`src/common/mem_geom_pkg.sv`:
```
package mem_geom_pkg;

   //////////////////////////////////////////////////////////////////////
   // Memory geometry.
   //////////////////////////////////////////////////////////////////////

   localparam int cant_columnas_mem_datos = 4;   // Byte columns.
   localparam int cant_bits_dato_mem      = 32;  // Word width.
   localparam int bits_byte               = 8;   // Column width.
   localparam int profundidad_mem         = 256; // Words per column.

   // Derived address widths.
   localparam int bits_word_addr = $clog2(profundidad_mem);
   localparam int bits_byte_off  = $clog2(cant_columnas_mem_datos);
   localparam int bits_apb_addr  = bits_word_addr + bits_byte_off;

   //////////////////////////////////////////////////////////////////////
   // Width types.
   //////////////////////////////////////////////////////////////////////

   typedef logic [cant_bits_dato_mem-1:0]      word_t;
   typedef logic [bits_byte-1:0]               byte_t;
   typedef logic [cant_columnas_mem_datos-1:0] lane_mask_t; // One bit per column.
   typedef logic [bits_word_addr-1:0]          word_addr_t;
   typedef logic [bits_byte_off-1:0]           byte_off_t;
   typedef logic [bits_apb_addr-1:0]           apb_addr_t;  // Byte address.

endpackage

```
`src/common/mem_access_pkg.sv`:
```
package mem_access_pkg;

   //////////////////////////////////////////////////////////////////////
   // Access size select.
   //////////////////////////////////////////////////////////////////////

   localparam int bits_select = 3;

   typedef logic [bits_select-1:0] select_t;

   // Size field lives below the zero-extend bit.
   localparam int sel_unsigned_bit = 2;

   localparam logic [sel_unsigned_bit-1:0] sel_byte = 2'd1;
   localparam logic [sel_unsigned_bit-1:0] sel_half = 2'd2;
   localparam logic [sel_unsigned_bit-1:0] sel_word = 2'd3;

   //////////////////////////////////////////////////////////////////////
   // APB controller states.
   //////////////////////////////////////////////////////////////////////

   typedef enum logic [1:0] {
      st_idle,      // Waiting for a setup cycle.
      st_access,    // PREADY high, transfer ends.
      st_read_wait  // Read wait state.
   } apb_state_e;

endpackage

```
`src/hw/apb_mem_ctrl.sv`:
```
`timescale 1ns/1ps

module apb_mem_ctrl
   import mem_geom_pkg::*;
   import mem_access_pkg::*;
(
   input  logic  i_clock,
   input  logic  i_rst_n,
   input  logic  i_psel,
   input  logic  i_penable,
   input  logic  i_pwrite,
   input  logic  i_acceso_invalido,
   input  word_t i_dato_leido,
   output logic  o_enable_etapa,
   output word_t o_prdata,
   output logic  o_pready,
   output logic  o_pslverr
);

   apb_state_e estado;
   logic       setup;

   assign setup = i_psel && !i_penable; // First cycle of a transfer.

   //////////////////////////////////////////////////////////////////////
   // Transfer sequencing.
   //////////////////////////////////////////////////////////////////////

   always_ff @(posedge i_clock) begin
      if (!i_rst_n) begin
         estado         <= st_idle;
         o_enable_etapa <= 1'b0;
         o_prdata       <= '0;
         o_pready       <= 1'b0;
         o_pslverr      <= 1'b0;
      end
      else begin
         case (estado)
            st_idle: begin
               o_enable_etapa <= 1'b0;
               o_pready       <= 1'b0;
               o_pslverr      <= 1'b0;
               if (setup) begin
                  if (i_acceso_invalido) begin
                     // Error completes in the first access cycle.
                     estado    <= st_access;
                     o_pready  <= 1'b1;
                     o_pslverr <= 1'b1;
                     o_prdata  <= '0;
                  end
                  else if (i_pwrite) begin
                     estado         <= st_access;
                     o_pready       <= 1'b1;
                     o_enable_etapa <= 1'b1; // Columns write at end of access.
                     o_prdata       <= '0;
                  end
                  else begin
                     estado <= st_read_wait; // Column address taken now.
                  end
               end
            end

            st_read_wait: begin
               if (!i_psel) begin
                  estado <= st_idle; // Master dropped the transfer.
               end
               else begin
                  estado   <= st_access;
                  o_prdata <= i_dato_leido; // Column data now valid.
                  o_pready <= 1'b1;
               end
            end

            st_access: begin
               estado         <= st_idle;
               o_enable_etapa <= 1'b0;
               o_pready       <= 1'b0;
               o_pslverr      <= 1'b0;
            end

            default: begin
               estado <= st_idle;
            end
         endcase
      end
   end

endmodule

```
`config.mk`:
```
export PLATFORM = sky130hd
export DESIGN_NAME = apb_mem_ctrl
export DESIGN_NICKNAME = d
export VERILOG_FILES = /design/src/common/mem_geom_pkg.sv /design/src/common/mem_access_pkg.sv /design/src/hw/apb_mem_ctrl.sv
export SDC_FILE = /design/constraint.sdc
export NUM_CORES = 1
export LEC_CHECK = 0
export ABC_CLOCK_PERIOD_IN_PS = 2300
export BUFFER_PORTS_ARGS = -buffer_cell sky130_fd_sc_hd__clkbuf_2
export CAP_MARGIN = 0
export CORE_MARGIN = 5
export CORE_UTILIZATION = 35
export DETAILED_ROUTE_END_ITERATION = 10
export PLACE_DENSITY = 0.7
export SYNTH_ARGS = -nofsm -noshare
export SYNTH_HDL_FRONTEND = slang
export SYNTH_SLANG_ARGS = --single-unit
```
`constraint.sdc`:
```
create_clock -name i_clock -period 2.3 [get_ports i_clock]
set_clock_uncertainty 0.15 [all_clocks]
set_input_delay 0.69 -clock i_clock [delete_from_list [all_inputs] [get_ports i_clock]]
set_output_delay 0.69 -clock i_clock [all_outputs]
set_load 0.005 [all_outputs]
```
==> impl_metrics.toml <==
[status]
run_status = "finished, final reports clean"

[synthesis]
yosysWarnings = 0
ys_top_cells_by_area = "dfxtp_1 54%, a22o_1 20%, ha_1 5.5%"
synth_top_area_share_pct = 54.3
synth_top_area_cell = "dfxtp_1"
postSynthNetCount = 163
synth_cell_type_count = 25
syn_area_um2 = 1370
syn_area_per_cell_um2 = 11.5
yosysSeqAreaShare_pct = 54.3
synth.ff_latch_count = 37
syn_inst = 119

[place]
pre_cts_slack_ns = 0.222
dp_cells = 234
dpl_cell_area_um2 = 1740
port_buffers = 72
hpwl_mm = 2.43
routabilityCongestion = 0.797

[hold_path]
hold_path_class = "reg -> reg"

[route]
ant_nets = 0
routed_wl_mm = 3.14
drtIter0Drc = 64
dr.pass1.iters = 4
vias_per_cell = 4.85
via_count = 1174
drc_errors = 0
wl_per_cell_um = 13.0

[global_route]
grt_overflow = 0
grt_max_degree = 32
grt_pass1_wl_mm = 4.99
grtUsageTotal_pct = 12.1
grt_pass1_vias = 1112
antenna_found_initial = 0

[clock_tree]
cts_root_buf = "clkbuf_8"
clockBufferDepth = 2
cts_tree = "done"
cts.sinks = 37
cts.clk_slew.worst_paths_ns = 0.08
cts_buffers = 5
clkLatencyLatePin_ns = 0.28
post_cts_resized = 0
cts_setup_buffers = 0
ctsHoldBuffers = 0
h-tree-depth = 2

[setup_path]
crit_arrival_ns = 2.10
regToRegSetupSlack_ns = 0.22
cpMaxStageDelayCell = "dfxtp_1"
cp_data_required_time_ns = 2.33
slowest_delay_ns = 0.38
crit_chain = "inv_1, ha_1, nor2b_1, or3b_4, and3_4, a22o_1"
cp-end-kind = "flip-flop"
crit_fanout = 31
crit_path_start_kind = "flip-flop"
crit_type = "reg -> reg"

[floorplanning]
die_h_um = 72.5
rows = 22
die_area_um2 = 5250
initial_core_util_pct = 36.7
die_w_um = 72.5
core_region_area_um2 = 3720
ios = 73

[timing]
rsz0062_at_grt = "no"
fin_tns_setup_ns = 0
finalHoldViolCount = 0
setup_violations = 0
finalCritPeriodShare_pct = 90.3
drv_slew = 0
slew_headroom_pct = 78.1
setup_slack_ns = 0.224
worst_pin_slew_ns = 0.328
timing.fmax_mhz = 482
finalWorstPathRequiredPeriod_ns = 2.08

[final_layout]
fin_cells = 242
final_cell_area_um2 = 1880
n_antenna_cell = 0
post-route-util_pct = 50.6
layout-drive-gt1-share_pct = 43.8
final_common_cell = "clkbuf_2"
nNetsFinal = 237
fill_cells = 356
syn_to_final_growth_pct = 37.9
layout_common_cells = "72 x clkbuf_2, 37 x dfxtp_1, 31 x a22o_1"

[power_and_ir_drop]
vdd_drop_max_uv = 468
p_leak_nw = 0.918
p_per_area_nw_per_um2 = 756

[job]
maxCapViolations = 0
## power by group
part / switching (mW) / internal (mW) / total, mW
clock network: 0.236 / 0.437 / 0.672
logic: 0.0527 / 0.0466 / 0.0993
registers: 0.00502 / 0.647 / 0.652
## layout make-up
cell class	instances	area, um^2	share of cell area, %
inverter	2	7.51	0.399
sequential	37	741	39.4
clock buffer	5	68.8	3.66
clock inverter	3	68.8	3.66
tap	48	60.1	3.19
timing repair buffer	74	375	19.9
multi-input combinational	73	561	29.8
## per-layer routing
layer | part of all wire (%) | track usage (%)
met1 | 45 | 15.7
met2 | 44 | 17.7
met3 | 10 | 4.85
met4 | 1.5 | 5.12
met5 | 0 | 0
## sequential cells by signal (all words and copies together), names as in the netlist
signal	flops
o_enable_etapa	1
estado	2
o_pready	1
o_prdata	32
o_pslverr	1
## cell families after synthesis
kind of cell    Yosys count  synth area share (%)
compound gates           42                  24.7
simple gates             25                  10.6
fa+ha+maj                 6                  5.50
flops                    37                  54.3
buf+inv                   9                  4.95
## worst max-delay path: cells and delay by family, from the launching register on
kind / cells / cell delay, ns
compound gates: 1 / 0.26
flops: 1 / 0.38
buf+inv: 1 / 0.11
fa+ha+maj: 1 / 0.23
simple gates: 3 / 0.82
## cell usage after synthesis (all sizes together)
master	number
o211a	1
or2	1
nand3b	1
or2b	1
nand2	7
a21oi	7
nand3	3
ha	6
o21a	1
or3b	1
o21ai	1
buf	7
inv	2
o211ai	1
nor3	1
nor2b	1
and2b	1
nand2b	3
and3	2
dfxtp	37
nor2	2
a22o	31
nand4b	1
## path summary, 6_finish.rpt
kind / startpoint / end / cells after the start
min: o_enable_etapa / o_enable_etapa / 2
min reg2reg: o_enable_etapa / o_enable_etapa / 2
max: estado[0] / o_prdata[8] / 6
max reg2reg: estado[0] / o_prdata[8] / 6
## metrics by stage
stage,total power [mW],hold slack [ns]
2_1_floorplan,0.728,0.310
3_3_place_gp,0.769,0.308
3_5_place_dp,0.767,0.311
4_1_cts,1.44,0.323
5_1_grt,1.49,0.341
6_report,1.42,0.320
No activity file was read; power rests on OpenSTA's default activity.
