### config.mk
export PLATFORM = sky130hd
export DESIGN_NAME = output_logic_mem_datos_flat
export DESIGN_NICKNAME = d
export VERILOG_FILES = /design/src/common/mem_geom_pkg.sv /design/src/common/mem_access_pkg.sv /design/src/common/lane_if.sv /design/src/mem_datos/output_logic_mem_datos.sv /design/src/flat_wrapper.sv
export SDC_FILE = /design/constraint.sdc
export NUM_CORES = 1
export LEC_CHECK = 0
export ABC_AREA = 1
export CAP_MARGIN = 20
export CORE_MARGIN = 2
export CORE_UTILIZATION = 55
export DETAILED_ROUTE_END_ITERATION = 8
export DONT_BUFFER_PORTS = 1
export PLACE_DENSITY = 0.81
export SETUP_SLACK_MARGIN = 0.4
export SLEW_MARGIN = 20
export SYNTH_ARGS = -nofsm -noshare
export SYNTH_HDL_FRONTEND = slang
export SYNTH_SLANG_ARGS = --single-unit
### constraint.sdc
create_clock -name vclk -period 3
set_input_delay 0.45 -clock vclk [all_inputs]
set_output_delay 0.45 -clock vclk [all_outputs]
set_load 0.02 [all_outputs]
### src/common/mem_geom_pkg.sv
package mem_geom_pkg;

   //////////////////////////////////////////////////////////////////////
   // Memory geometry.
   //////////////////////////////////////////////////////////////////////

   localparam int cant_columnas_mem_datos = 4;   // Byte columns.
   localparam int cant_bits_dato_mem      = 32;  // Word width.
   localparam int bits_byte               = 8;   // Column width.
   localparam int profundidad_mem         = 256; // Words per column.

   // Derived address widths.
   localparam int bits_word_addr = $clog2(profundidad_mem);
   localparam int bits_byte_off  = $clog2(cant_columnas_mem_datos);
   localparam int bits_apb_addr  = bits_word_addr + bits_byte_off;

   //////////////////////////////////////////////////////////////////////
   // Width types.
   //////////////////////////////////////////////////////////////////////

   typedef logic [cant_bits_dato_mem-1:0]      word_t;
   typedef logic [bits_byte-1:0]               byte_t;
   typedef logic [cant_columnas_mem_datos-1:0] lane_mask_t; // One bit per column.
   typedef logic [bits_word_addr-1:0]          word_addr_t;
   typedef logic [bits_byte_off-1:0]           byte_off_t;
   typedef logic [bits_apb_addr-1:0]           apb_addr_t;  // Byte address.

endpackage

### src/common/mem_access_pkg.sv
package mem_access_pkg;

   //////////////////////////////////////////////////////////////////////
   // Access size select.
   //////////////////////////////////////////////////////////////////////

   localparam int bits_select = 3;

   typedef logic [bits_select-1:0] select_t;

   // Size field lives below the zero-extend bit.
   localparam int sel_unsigned_bit = 2;

   localparam logic [sel_unsigned_bit-1:0] sel_byte = 2'd1;
   localparam logic [sel_unsigned_bit-1:0] sel_half = 2'd2;
   localparam logic [sel_unsigned_bit-1:0] sel_word = 2'd3;

   //////////////////////////////////////////////////////////////////////
   // APB controller states.
   //////////////////////////////////////////////////////////////////////

   typedef enum logic [1:0] {
      st_idle,      // Waiting for a setup cycle.
      st_access,    // PREADY high, transfer ends.
      st_read_wait  // Read wait state.
   } apb_state_e;

endpackage

### src/common/lane_if.sv
`timescale 1ns/1ps

interface lane_if
   import mem_geom_pkg::*;
   ();

   word_addr_t word_addr; // Word index into every column.
   lane_mask_t lane_we;   // Per column write enable.
   word_t      wdata;     // Write data already in lane position.

   // Each column drives its own byte.
   wire word_t rdata;

   modport aligner (
      output word_addr,
      output lane_we,
      output wdata
   );

   modport column (
      input  word_addr,
      input  lane_we,
      input  wdata,
      output rdata
   );

   modport extractor (
      input rdata
   );

endinterface

### src/mem_datos/output_logic_mem_datos.sv
`timescale 1ns/1ps

module output_logic_mem_datos
   import mem_geom_pkg::*;
   import mem_access_pkg::*;
(
   input  select_t   i_select_bytes_mem_datos,
   input  byte_off_t i_byte_off,
   output word_t     o_dato_leido,
   lane_if.extractor bus
);

   byte_t                   byte_sel;
   logic [2*bits_byte-1:0]  half_sel;
   logic                    sin_signo;
   logic                    ext_byte;
   logic                    ext_half;

   //////////////////////////////////////////////////////////////////////
   // Lane select.
   //////////////////////////////////////////////////////////////////////

   assign byte_sel = bus.rdata[i_byte_off*bits_byte +: bits_byte];
   assign half_sel = bus.rdata[i_byte_off[1]*2*bits_byte +: 2*bits_byte];

   assign sin_signo = i_select_bytes_mem_datos[sel_unsigned_bit];

   // Fill bit for the upper part.
   assign ext_byte = !sin_signo && byte_sel[bits_byte-1];
   assign ext_half = !sin_signo && half_sel[2*bits_byte-1];

   //////////////////////////////////////////////////////////////////////
   // Right justify and extend.
   //////////////////////////////////////////////////////////////////////

   always_comb begin
      case (i_select_bytes_mem_datos[sel_unsigned_bit-1:0])
         sel_byte:
            o_dato_leido = {{(cant_bits_dato_mem-bits_byte){ext_byte}}, byte_sel};
         sel_half:
            o_dato_leido = {{(cant_bits_dato_mem-2*bits_byte){ext_half}}, half_sel};
         sel_word:
            o_dato_leido = bus.rdata; // Whole word as stored.
         default:
            o_dato_leido = '0;
      endcase
   end

endmodule

### src/flat_wrapper.sv
// flat-port wrapper written by rule: the top's interface ports become plain ports
module output_logic_mem_datos_flat import mem_geom_pkg::*; import mem_access_pkg::*;
  (i_select_bytes_mem_datos, i_byte_off, o_dato_leido, bus_rdata);
  lane_if bus_i ();
  input  select_t i_select_bytes_mem_datos;
  input  byte_off_t i_byte_off;
  output word_t o_dato_leido;
  input wire logic [$bits(bus_i.rdata)-1:0] bus_rdata;
  assign bus_i.rdata = bus_rdata;
  output_logic_mem_datos u_core (.i_select_bytes_mem_datos(i_select_bytes_mem_datos), .i_byte_off(i_byte_off), .o_dato_leido(o_dato_leido), .bus(bus_i));
endmodule
==> impl_metrics.yaml, run 1 <==
run_status:
  status: "finished, final reports clean"
run:
  cap_violations: 0
die:
  pin_count: 69
  die_y_um: 42.6
  rows: 13
  coreArea_mm2: 0.00135
  die_area_mm2: 0.00181
  start_util_pct: 60.7
  die_x_um: 42.6
cts:
  cts_setup_buffers: 0
  cts-resized-gates: 0
  ctsHoldBuffers: 0
final_layout:
  diodes: 0
  final_common_cell: "nand2_1"
  final-seq-area_um2: 0
  design.seq.count: 0
  final_nets: 222
  clockBufferCount: 0
  syn_to_final_growth_pct: -4.58
  fillerInstances: 156
  final_cell_mix: "nand2_1 (114), inv_1 (25), nor2_1 (8), nand3_1 (8)"
  final_layout_size_suffix_gt1_share_pct: 6.01
synthesis:
  syn_avg_cell_area_um2: 4.31
  synth_area_leader_cell: "nand2_1"
  synth_xor_area_share_pct: 0
  synth_nets: 227
  synth_top_family_by_area: "simple AND/OR/NAND/NOR gates"
  synthCells: 190
  synth-simple-area-share_pct: 70.2
  synthTopCellsByArea: "nand2_1 (52%), inv_1 (11%), nand3_1 (4.9%)"
  synth_fa_ha_area_share_pct: 0
  ys_seq_area_share_pct: 0
  ys_warn_count: 0
  synth_top_area_share_pct: 52.2
  muxShareOfSynthArea_pct: 0
  netlist_area_um2: 820
  synth_cell_types: 18
  synth_compound_area_share_pct: 10.1
placed_design:
  gp_congestion: 0.831
  io_buffers: 0
  dp_hpwl_mm: 1.82
pwr:
  ir_drop_mv: 0.0799
  cellInternalPower_uw: 32.0
  seqPwrFrac_pct: 0
  switchingPower_uw: 113
  total_power_uw: 145
  pwr-share-comb_pct: 100.0
  switching_share_pct: 77.9
  pwr-share-clk_pct: 0
  p_leak_nw: 0.588
  power.density_mw_per_mm2: 185
worst_setup_path:
  slowest_delay_ns: 0.35
  cp-start-kind: "input port"
  required_ns: 2.55
  crit_type: "input port to output pin"
  cp_max_fo: 25
  crit_path_end_kind: "output pin"
  crit_top_cell: "nand2_1"
  crit_chain: "nand2_1 > inv_2 > nand2_1 > nand2_1 > inv_1 > nand2_1"
  worstPathArrival_ns: 1.41
  slowest_stage: "inv_2"
routing:
  via_count: 1050
  drt_iter0_markers: 28
  wl_per_cell_um: 11.3
  avgViaCountPerCell: 5.30
  totalWireLength_mm: 2.25
  dr.pass1.iters: 4
  antenna_left: 0
  drcViolationCount: 0
global_route:
  grt_antenna_before_repair: 0
  grt_max_degree: 26
  grt_overflow: 0
  grt_pass1_wl_mm: 3.48
  gr-usage-all-layers_pct: 23.1
  grt_pass1_vias: 805
sta:
  fmax_mhz: 538
  rsz0062_at_grt: "false"
  setup_tns_ns: 0
  period_minus_slack_ns: 1.86
  fin_crit_sh_pct: 61.9
  worst_pin_slew_ns: 0.498
  maxSlewViolCount: 0
  finalSetupViolCount: 0
  finalHoldViolCount: 0
  slew_headroom_pct: 66.6
min_path:
  hp-class: "input port to output pin"
## routing by layer
layer | track usage, % | up-vias | part of all wire, %
met4 | 5.00 | 0 | 1.1
met1 | 29.6 | 446 | 42
li1 | - | 549 | -
met5 | 0 | - | 0
met3 | 5.60 | 4 | 9.5
met2 | 38.8 | 51 | 47
## kinds of logic after synthesis
logic type,count (synthesis)
simple gates,139
buf+inv,35
compound gates,16
## cells in the mapped netlist
cell     number
nand2_1     114
inv_1        25
nand3_1       8
nor2_1        8
a21oi_1       7
o21ai_0       7
nand2_2       4
buf_2         3
buf_6         3
inv_2         3
a22oi_1       1
buf_4         1
nand2_4       1
nand3_4       1
nand4_1       1
nor2_2        1
nor2_4        1
o21ai_1       1
## cell type report
cell class	instances	area [um^2]	area share [%]
Multi-Input combinational cell	155	658	84.2
Inverter	28	105	13.4
Tap cell	15	18.8	2.40
## power groups by stage
stage / Clock, mW / Combinational, mW / Sequential, mW
after floorplan: 0 / 0.137 / 0
after global placement: 0 / 0.142 / 0
after detailed placement: 0 / 0.145 / 0
after CTS: 0 / 0.145 / 0
after global routing: 0 / 0.160 / 0
final: 0 / 0.145 / 0
## path summary, 6_finish.rpt
| kind | from | cells after the start | end | slack [ns] |
|---|---|---|---|---|
| max | i_select_bytes_mem_datos[1] | 6 | o_dato_leido[26] | 1.14 |
| min | bus_rdata[6] | 2 | o_dato_leido[6] | 1.13 |
## stage by stage
stage	hold WS (ns)	std cells	util [%]	cell area, um^2	worst slack [ns]
floorplan	1.12	190	-	820	1.27
global route	1.14	198	57.9	782	1.04
global placement	1.13	198	57.9	782	1.20
detailed placement	1.13	198	57.9	782	1.15
finish	1.13	198	57.9	782	1.14
CTS	1.13	198	57.9	782	1.15
## worst max-delay path: cells and delay by family
kind / cells / cell delay [ns]
and+or+nand+nor: 4 / 0.54
buffers and inverters: 2 / 0.39
No activity file was read; power rests on OpenSTA's default activity.
==> run 2: changes to the inputs <==
==> constraint.sdc (replaced) <==
create_clock -name vclk -period 1.74
set_input_delay 0.261 -clock vclk [all_inputs]
set_output_delay 0.261 -clock vclk [all_outputs]
set_load 0.02 [all_outputs]
==> impl_metrics.yaml, run 2 (synthesis results as in run 1) <==
run_status:
  status: "finished, final reports clean"
routing:
  drt_iter0_markers: 59
  dr.pass1.iters: 5
  drcViolationCount: 0
  top_layer: "met4"
  met1_length_mm: 1.25
  wl_met2_mm: 1.84
  antenna_left: 0
  via_count: 1337
  wl_per_cell_um: 17.8
  dr_wl_met3_um: 463
  avgViaCountPerCell: 6.43
  totalWireLength_mm: 3.70
placed_design:
  gp_congestion: 0.866
  place_area_um2: 790
  io_buffers: 0
  dp_hpwl_mm: 1.87
die:
  coreArea_mm2: 0.00135
  pin_count: 69
  rows: 13
  die_y_um: 42.6
  die_x_um: 42.6
  start_util_pct: 60.7
  die_area_mm2: 0.00181
global_route:
  grt_overflow: 0
  grt_max_degree: 26
  gr-usage-all-layers_pct: 24.9
  grt_antenna_before_repair: 0
  grt_pass1_wl_mm: 3.73
  grt_pass1_vias: 914
sta:
  fin_crit_sh_pct: 80.6
  finalSetupViolCount: 0
  fmax_mhz: 713
  rsz0062_at_grt: "true"
  hold_slack_ns: 0.716
  maxSlewViolCount: 0
  slew_headroom_pct: 72.0
  worst_pin_slew_ns: 0.420
  finalHoldViolCount: 0
  period_minus_slack_ns: 1.40
  setup_tns_ns: 0
cts:
  ctsHoldBuffers: 0
final_layout:
  diodes: 0
  design.seq.count: 0
  final_nets: 232
  final-seq-area_um2: 0
  fin_area_mm2: 0.00122
  clockBufferCount: 0
  fillerInstances: 66
  syn_to_final_growth_pct: 49.5
  multi_input_area_mm2: 0.00101
  final_layout_size_suffix_gt1_share_pct: 28.5
  final_common_cell: "nand2_1"
  final_cell_mix: "nand2_1 (84), inv_1 (24), nand2_4 (21)"
worst_setup_path:
  required_ns: 1.48
  crit_path_end_kind: "output pin"
  cp-start-kind: "input port"
  cp_max_fo: 8
  worstPathArrival_ns: 1.14
  crit_type: "input port to output pin"
pwr:
  ir_drop_mv: 0.213
  power.density_mw_per_mm2: 318
  p_leak_nw: 0.675
run:
  cap_violations: 0
min_path:
  hp-class: "input port to output pin"
run 2: cell count changes in the layout (fill, tap and decap cells not counted), moves of 2 or more:
cell     change
nand2_1     -30
inv_2        -3
buf_4        +5
nand2_4     +20
nand2_8     +10
nand2_2      +2
run 2: path summary, 6_finish.rpt:
kind	from	to	slack, ns	cells after the start
worst min-delay path	bus_rdata[15]	o_dato_leido[15]	0.72	2
worst max-delay path	i_select_bytes_mem_datos[1]	o_dato_leido[19]	0.34	6
run 2: stage by stage:
stage,utilization [%],total power [mW],setup WS (ns),std cells
detailed placement,58.5,0.251,0.298,199
finish,90.7,0.390,0.337,208
floorplan,-,0.236,0.386,190
global route,90.7,0.409,0.339,208
global placement,58.5,0.246,0.330,199
CTS,64.3,0.275,0.382,200
run 2: layout make-up:
| class | count | share of cell area (%) |
|---|---|---|
| Multi-Input combinational cell | 158 | 82.4 |
| Inverter | 28 | 10.9 |
| Timing Repair Buffer | 6 | 4.70 |
| Tap cell | 15 | 1.53 |
| Timing Repair inverter | 1 | 0.409 |
run 2: metal layers:
metal	up-vias	GRT usage, %
met5	-	0
met4	0	2.50
met3	20	3.02
met2	125	46.8
met1	614	30.6
li1	578	-
run 2: worst max-delay path, cell delays in order:
cell and delay (ns):
clkinv_8 0.04, nor2_2 0.27, nand3_2 0.23, nand2_1 0.15, inv_1 0.08, nand2_4 0.10
run 2: repair_timing:
action / in CTS / in global routing
gates resized for setup: 26 / 57
buffers inserted: 1 / 4
setup endpoints to repair: 32 / 30
gates cloned: 0 / 4
pin swaps: 1 / 11
run 2: power breakdown:
part | leakage [nW] | switching (mW) | internal, mW | total [mW]
Sequential | 0 | 0 | 0 | 0
Clock | 0 | 0 | 0 | 0
Combinational | 0.675 | 0.275 | 0.115 | 0.390
Total | 0.675 | 0.275 | 0.115 | 0.390
