## config.mk

```make
export PLATFORM = sky130hd
export DESIGN_NAME = input_logic_mem_datos_flat
export DESIGN_NICKNAME = d
export VERILOG_FILES = /design/src/common/mem_geom_pkg.sv /design/src/common/mem_access_pkg.sv /design/src/common/lane_if.sv /design/src/mem_datos/input_logic_mem_datos.sv /design/src/flat_wrapper.sv
export SDC_FILE = /design/constraint.sdc
export NUM_CORES = 1
export LEC_CHECK = 0
export ABC_AREA = 1
export BUFFER_PORTS_ARGS = -buffer_cell sky130_fd_sc_hd__buf_2
export CAP_MARGIN = 30
export CORE_AREA = 2 2 48 50
export DETAILED_ROUTE_END_ITERATION = 12
export DIE_AREA = 0 0 50 52
export GPL_TIMING_DRIVEN = 0
export PLACE_DENSITY = 0.89
export SYNTH_ARGS = -nofsm -noshare
export SYNTH_HDL_FRONTEND = slang
export SYNTH_SLANG_ARGS = --single-unit
```

## constraint.sdc

```tcl
create_clock -name vclk -period 1.7
set_input_delay 0.17 -clock vclk [all_inputs]
set_output_delay 0.17 -clock vclk [all_outputs]
set_load 0.03 [all_outputs]
```

## src/common/mem_geom_pkg.sv

```systemverilog
package mem_geom_pkg;

   //////////////////////////////////////////////////////////////////////
   // Memory geometry.
   //////////////////////////////////////////////////////////////////////

   localparam int cant_columnas_mem_datos = 4;   // Byte columns.
   localparam int cant_bits_dato_mem      = 32;  // Word width.
   localparam int bits_byte               = 8;   // Column width.
   localparam int profundidad_mem         = 256; // Words per column.

   // Derived address widths.
   localparam int bits_word_addr = $clog2(profundidad_mem);
   localparam int bits_byte_off  = $clog2(cant_columnas_mem_datos);
   localparam int bits_apb_addr  = bits_word_addr + bits_byte_off;

   //////////////////////////////////////////////////////////////////////
   // Width types.
   //////////////////////////////////////////////////////////////////////

   typedef logic [cant_bits_dato_mem-1:0]      word_t;
   typedef logic [bits_byte-1:0]               byte_t;
   typedef logic [cant_columnas_mem_datos-1:0] lane_mask_t; // One bit per column.
   typedef logic [bits_word_addr-1:0]          word_addr_t;
   typedef logic [bits_byte_off-1:0]           byte_off_t;
   typedef logic [bits_apb_addr-1:0]           apb_addr_t;  // Byte address.

endpackage

```

## src/common/mem_access_pkg.sv

```systemverilog
package mem_access_pkg;

   //////////////////////////////////////////////////////////////////////
   // Access size select.
   //////////////////////////////////////////////////////////////////////

   localparam int bits_select = 3;

   typedef logic [bits_select-1:0] select_t;

   // Size field lives below the zero-extend bit.
   localparam int sel_unsigned_bit = 2;

   localparam logic [sel_unsigned_bit-1:0] sel_byte = 2'd1;
   localparam logic [sel_unsigned_bit-1:0] sel_half = 2'd2;
   localparam logic [sel_unsigned_bit-1:0] sel_word = 2'd3;

   //////////////////////////////////////////////////////////////////////
   // APB controller states.
   //////////////////////////////////////////////////////////////////////

   typedef enum logic [1:0] {
      st_idle,      // Waiting for a setup cycle.
      st_access,    // PREADY high, transfer ends.
      st_read_wait  // Read wait state.
   } apb_state_e;

endpackage

```

## src/common/lane_if.sv

```systemverilog
`timescale 1ns/1ps

interface lane_if
   import mem_geom_pkg::*;
   ();

   word_addr_t word_addr; // Word index into every column.
   lane_mask_t lane_we;   // Per column write enable.
   word_t      wdata;     // Write data already in lane position.

   // Each column drives its own byte.
   wire word_t rdata;

   modport aligner (
      output word_addr,
      output lane_we,
      output wdata
   );

   modport column (
      input  word_addr,
      input  lane_we,
      input  wdata,
      output rdata
   );

   modport extractor (
      input rdata
   );

endinterface

```

## src/mem_datos/input_logic_mem_datos.sv

```systemverilog
`timescale 1ns/1ps

module input_logic_mem_datos
   import mem_geom_pkg::*;
   import mem_access_pkg::*;
(
   input  select_t   i_select_bytes_mem_datos,
   input  logic      i_enable_etapa,
   input  apb_addr_t i_address,
   input  word_t     i_dato_mem,
   output logic      o_acceso_invalido,
   lane_if.aligner   bus
);

   logic [sel_unsigned_bit-1:0] tam;
   byte_off_t                   offset;
   lane_mask_t                  mascara;
   logic                        invalido;

   assign tam    = i_select_bytes_mem_datos[sel_unsigned_bit-1:0];
   assign offset = i_address[bits_byte_off-1:0];

   assign bus.word_addr = i_address[bits_apb_addr-1:bits_byte_off];

   //////////////////////////////////////////////////////////////////////
   // Lane mask and alignment check.
   //////////////////////////////////////////////////////////////////////

   always_comb begin
      mascara  = '0;
      invalido = 1'b0;
      case (tam)
         sel_word: begin
            mascara  = '1;
            invalido = (offset != '0); // Word must sit at offset 0.
         end
         sel_half: begin
            mascara  = lane_mask_t'(3) << (2 * offset[1]);
            invalido = offset[0];
         end
         sel_byte: begin
            mascara = lane_mask_t'(1) << offset; // Single lane.
         end
         default: begin
            invalido = 1'b1; // Size code 0.
         end
      endcase
   end

   // Data moves up to its lanes.
   assign bus.wdata = i_dato_mem << (bits_byte * offset);

   // Nothing written outside a valid write stage.
   assign bus.lane_we = (i_enable_etapa && !invalido) ? mascara : '0;

   assign o_acceso_invalido = invalido;

endmodule

```

## src/flat_wrapper.sv

```systemverilog
// flat-port wrapper written by rule: the top's interface ports become plain ports
module input_logic_mem_datos_flat import mem_geom_pkg::*; import mem_access_pkg::*;
  (i_select_bytes_mem_datos, i_enable_etapa, i_address, i_dato_mem, o_acceso_invalido, bus_word_addr, bus_lane_we, bus_wdata);
  lane_if bus_i ();
  input  select_t i_select_bytes_mem_datos;
  input  logic i_enable_etapa;
  input  apb_addr_t i_address;
  input  word_t i_dato_mem;
  output logic o_acceso_invalido;
  output wire logic [$bits(bus_i.word_addr)-1:0] bus_word_addr;
  output wire logic [$bits(bus_i.lane_we)-1:0] bus_lane_we;
  output wire logic [$bits(bus_i.wdata)-1:0] bus_wdata;
  assign bus_word_addr = bus_i.word_addr;
  assign bus_lane_we = bus_i.lane_we;
  assign bus_wdata = bus_i.wdata;
  input_logic_mem_datos u_core (.i_select_bytes_mem_datos(i_select_bytes_mem_datos), .i_enable_etapa(i_enable_etapa), .i_address(i_address), .i_dato_mem(i_dato_mem), .o_acceso_invalido(o_acceso_invalido), .bus(bus_i));
endmodule
```

==> results.yml, run 1 <==
worst_setup_path:
  worstPathMaxFanout: 10
  crit_buf_inv: 3
  required_ps: 1530
  crit_family: "buffers and inverters"
  path_common_cell: "buf_2"
  cp_slowest_stage_delay_ps: 270
  path_class: "in -> out"
  crit_arrival_ps: 1170
  end_kind: "primary output"
  path_cells: "buf_2 -> nor2_4 -> buf_2 -> nand2_1 -> o211ai_2 -> buf_2"
  crit_slowest_cell: "buf_2"
  start_kind: "input port"
floorplanning:
  initial_core_util_pct: 36.48
  num_rows: 17
  fp.dieH_um: 52
  pin_count: 91
  die_area_um2: 2600
  dieWidth_um: 50
  coreArea_um2: 2106
routing:
  drt_first_pass_iters: 4
  wl_um: 2746
  wl_per_cell_um: 10.77
  drt_iter0_drc: 24
  routed_via_density: 4.729
  vias: 1206
  drc: 0
  ant_nets: 0
cells_and_area:
  drive_gt1_share_pct: 52.42
  instances_no_fill: 255
  fin_nets: 275
  regArea_um2: 0
  syn_to_final_growth_pct: 57.33
  design.seq.count: 0
  clkbuf_count: 0
  fin_util_pct: 57.40
  diodes: 0
power_and_ir_drop:
  ir_worst_vdd_mv: 0.1808
  p_leak_nw: 0.7802
  p_per_area_nw_per_um2: 372.3
  p_switching_w: 0.0002996
  internal_power_w: 0.0001503
  power.clock.fraction_pct: 0
  power.total_w: 0.0004500
  netSwitchingFraction_pct: 66.59
  combPwrFrac_pct: 100.0
  power_frac_seq_pct: 0
timing:
  setup_violations: 0
  layout_setup_ws_ps: 358.9
  slew_headroom_pct: 66.27
  max_freq_mhz: 745.6
  rsz0062_at_grt: "false"
  tightest_slew_ps: 505.9
  fin_tns_setup_ps: 0
  post-route-min-period_ps: 1341
  hold_viol: 0
  fin_crit_sh_pct: 78.89
  slew_viol_final: 0
run_status:
  status: "completed"
worst_hold_path:
  hold_path.class: "in -> out"
global_routing:
  grt_pass1_wl_um: 4291
  grt_pass1_vias: 1048
  grt_start_max_net_pins: 11
  grt_use_total_pct: 20.38
  antenna_found_initial: 0
  overflow: 0
run:
  cap_viol_max_count: 0
logic_synthesis:
  synth_top_area_cell: "nand2_1"
  syn_inst: 146
  avgSynthCellArea_um2: 5.262
  synthTopCellsByArea: "nand2_1, nand3_2, buf_4"
  seq_area_frac_synth_pct: 0
  synth_nets: 192
  synth_top_area_share_pct: 37.13
  syn_area_um2: 768.2
  ys_warn_count: 0
  synth.distinct_cells: 18
placement:
  dp_hpwl_um: 2216
  port-buffer-count: 81
  gp_congestion: 0.7211
  dp_slack_ps: 366.1
  dp.cells: 255
clock_tree:
  cts_resized: 0
  hold_buffers: 0
  cts_setup_buffers: 0
-- cell type report --
class	instances	area [um^2]
Multi-Input combinational cell	126	629.4
Fill cell	223	897.1
Timing Repair Buffer	81	405.4
Inverter	5	21.27
Buffer	15	117.6
Tap cell	28	35.03
-- synth_stat cells (2+ instances only) --
| cell type | count |
|---|---|
| nor2_1 | 12 |
| nand2_1 | 76 |
| inv_1 | 3 |
| nand2_2 | 10 |
| clkbuf_1 | 2 |
| buf_4 | 9 |
| nand3_2 | 9 |
| buf_6 | 2 |
| a21oi_1 | 8 |
| o211ai_1 | 6 |
| o211ai_2 | 2 |
-- layer usage --
metal | vias up | track usage, % | routed length [um]
met5 | - | 0 | 0
met4 | 0 | 0.9259 | 0
met3 | 0 | 3.161 | 289
met2 | 64 | 41.23 | 1336
met1 | 519 | 23.02 | 1120
li1 | 623 | - | -
-- cell usage in the layout (no fill, tap or decap) --
cell type  netlist  routed
buf_2            1      82
nand2_1         76      76
nor2_1          12      12
nand2_2         10      10
buf_4            9       9
nand3_2          9       9
a21oi_1          8       8
o211ai_1         6       6
inv_1            3       3
buf_6            2       2
clkbuf_1         2       2
o211ai_2         2       2
inv_4            1       1
nor2_4           1       1
nor2_8           1       1
buf_8            1       1
inv_2            1       1
o21ai_0          1       1
-- cells by family after synthesis --
family	after synthesis	share of synthesized area [%]
buffers and inverters	20	18.08
AO/OA/AOI/OAI	17	14.98
AND/OR/NAND/NOR	109	66.94
-- worst paths after layout --
kind	startpoint	cells after the start	slack (ps)	endpoint
worst max-delay path	i_address[0]	6	360	bus_wdata[16]
worst min-delay path	i_address[3]	2	590	bus_word_addr[1]
-- power groups by stage --
stage / registers, W / clock network (W) / logic (W)
after floorplan: 0 / 0 / 0.000309
after global placement: 0 / 0 / 0.000449
after detailed placement: 0 / 0 / 0.000452
after CTS: 0 / 0 / 0.000453
after global routing: 0 / 0 / 0.000488
final: 0 / 0 / 0.000450
-- metrics by stage --
step	hold WS, ps	instance area, um^2
after floorplan	471.7	768.2
after global placement	590.9	1209
after detailed placement	592.2	1209
after CTS	592.2	1209
after global routing	593.6	1209
final	590.6	1209
Power figures use the tool's default switching activity.
==> inputs of run 2 (changes only) <==
--- a/config.mk
+++ b/config.mk
@@ -5,14 +5,14 @@
 export SDC_FILE = /design/constraint.sdc
 export NUM_CORES = 1
 export LEC_CHECK = 0
-export ABC_AREA = 1
+export ABC_AREA = 0
 export BUFFER_PORTS_ARGS = -buffer_cell sky130_fd_sc_hd__buf_2
 export CAP_MARGIN = 30
-export CORE_AREA = 2 2 48 50
+export CORE_AREA = 2 2 52 54
 export DETAILED_ROUTE_END_ITERATION = 12
-export DIE_AREA = 0 0 50 52
+export DIE_AREA = 0 0 54 56
 export GPL_TIMING_DRIVEN = 0
-export PLACE_DENSITY = 0.89
+export PLACE_DENSITY = 0.78
 export SYNTH_ARGS = -nofsm -noshare
 export SYNTH_HDL_FRONTEND = slang
 export SYNTH_SLANG_ARGS = --single-unit
==> constraint.sdc (replaced) <==
create_clock -name vclk -period 1.14
set_input_delay 0.114 -clock vclk [all_inputs]
set_output_delay 0.114 -clock vclk [all_outputs]
set_load 0.03 [all_outputs]
==> results.yml, run 2 <==
run_status:
  status: "completed"
routing:
  wl_um: 2563
  routed_via_density: 4.864
  vias: 968
  ant_nets: 0
  wl_per_cell_um: 12.88
  drt_first_pass_iters: 4
  drt_iter0_drc: 5
  drc: 0
logic_synthesis:
  ys_warn_count: 0
  avgSynthCellArea_um2: 8.119
  synth_top_area_share_pct: 45.21
  synth_top_area_cell: "mux2i_1"
  synth_nets: 136
  syn_area_um2: 730.7
  synth_most_common_cell: "mux2i_1"
  syn_inst: 90
  synth_commonest_cells: "mux2i_1, buf_4, nor2_1, and2_1, o2bb2ai_1"
  seq_area_frac_synth_pct: 0
  synthTopCellsByArea: "mux2i_1, buf_4, o2bb2ai_1"
  synth.distinct_cells: 20
floorplanning:
  num_rows: 18
  dieWidth_um: 54
  initial_core_util_pct: 30.04
  die_area_um2: 3024
  fp.dieH_um: 56
  pin_count: 91
  coreArea_um2: 2432
cells_and_area:
  clkbuf_count: 0
  multi_input_area_um2: 619.3
  instances_no_fill: 199
  layout_commonest_cell: "buf_2"
  diodes: 0
  fin_nets: 217
  layout_common_cells: "buf_2, mux2i_1, buf_4"
  drive_gt1_share_pct: 64.50
  regArea_um2: 0
  design.seq.count: 0
  fillers: 273
  syn_to_final_growth_pct: 64.90
timing:
  layout_setup_ws_ps: 81.64
  setup_violations: 0
  post-route-min-period_ps: 1058
  tightest_slew_ps: 348.5
  slew_viol_final: 0
  hold_viol: 0
  slew_headroom_pct: 76.74
  fin_crit_sh_pct: 92.84
  rsz0062_at_grt: "false"
  max_freq_mhz: 944.9
  fin_tns_setup_ps: 0
power_and_ir_drop:
  ir_worst_vdd_mv: 0.3064
  p_leak_nw: 0.6879
  p_per_area_nw_per_um2: 563.8
global_routing:
  top_usage_layer: "met2"
  globalRouteMet1Util_pct: 20.84
  grt_pass1_vias: 855
  antenna_found_initial: 0
  overflow: 0
  grt_pass1_wl_um: 3829
  grt_use_total_pct: 15.85
  grtUsageMet3_pct: 1.344
  grt_start_max_net_pins: 11
  met2_usage_pct: 28.92
placement:
  dp.cells: 199
  dp_slack_ps: -128.0
  gp_congestion: 0.6731
  dp_hpwl_um: 1984
  port-buffer-count: 79
worst_setup_path:
  path_cells: "buf_4 -> buf_12 -> xnor2_1 -> o22ai_1 -> buf_2"
  end_kind: "primary output"
  crit_arrival_ps: 940
  required_ps: 1030
  path_class: "in -> out"
  cp_slowest_stage_delay_ps: 220
  worstPathMaxFanout: 10
  crit_slowest_cell: "buf_2"
  start_kind: "input port"
run:
  cap_viol_max_count: 0
clock_tree:
  hold_buffers: 0
  cts_setup_buffers: 0
worst_hold_path:
  hold_path.class: "in -> out"
==> run 2: area by class of cell <==
class,count,share of cell area [%]
plain buffers,18,12.36
inverters,1,0.3115
multi-input cells,71,51.40
well taps,30,3.115
repair buffers,79,32.81
==> run 2: where the power goes <==
group          internal [W]  switching (W)  leakage (nW)
Clock                     0              0             0
Combinational      0.000260       0.000419         0.688
Sequential                0              0             0
==> run 2: what timing repair did <==
item	CTS	global route
gates resized for setup	1	1
setup endpoints to repair	8	1
hold endpoints to repair	0	0
==> run 2: final timing paths <==
check         start                to  slack (ps)  cells past startpoint
max    i_address[1]    bus_lane_we[2]          80                      5
min    i_address[7]  bus_word_addr[5]         480                      2
==> run 2: metal layers <==
metal / part of all wire [%] / vias up
li1: - / 478
met1: 42 / 433
met2: 46 / 57
met3: 12 / 0
met4: 0 / 0
met5: 0 / -
==> run 2: cell families (layout without fill, tap and decap cells) <==
family	count (synthesis)	in the layout	synth area share (%)
xor+xnor	1	1	1.199
buf+inv	19	98	20.89
mux	33	33	45.21
compound gates	13	13	14.38
simple gates	24	24	18.32
==> run 2: worst max-delay path, delay by kind of cell <==
family                 cells  cell delay [ps]
AO/OA/AOI/OAI              1              170
XOR/XNOR                   1              140
buffers and inverters      3              510
==> run 2: stage by stage <==
stage	area, um^2	utilization [%]	power, W	hold WS [ps]
finish	1205	49.54	0.0006793	478.9
global route	1205	49.54	0.0007285	488.5
CTS	1201	49.38	0.0006822	479.7
detailed placement	1199	49.28	0.0006803	479.9
global placement	1199	49.28	0.0006756	478.4
floorplan	765.7	-	0.0004748	359.7
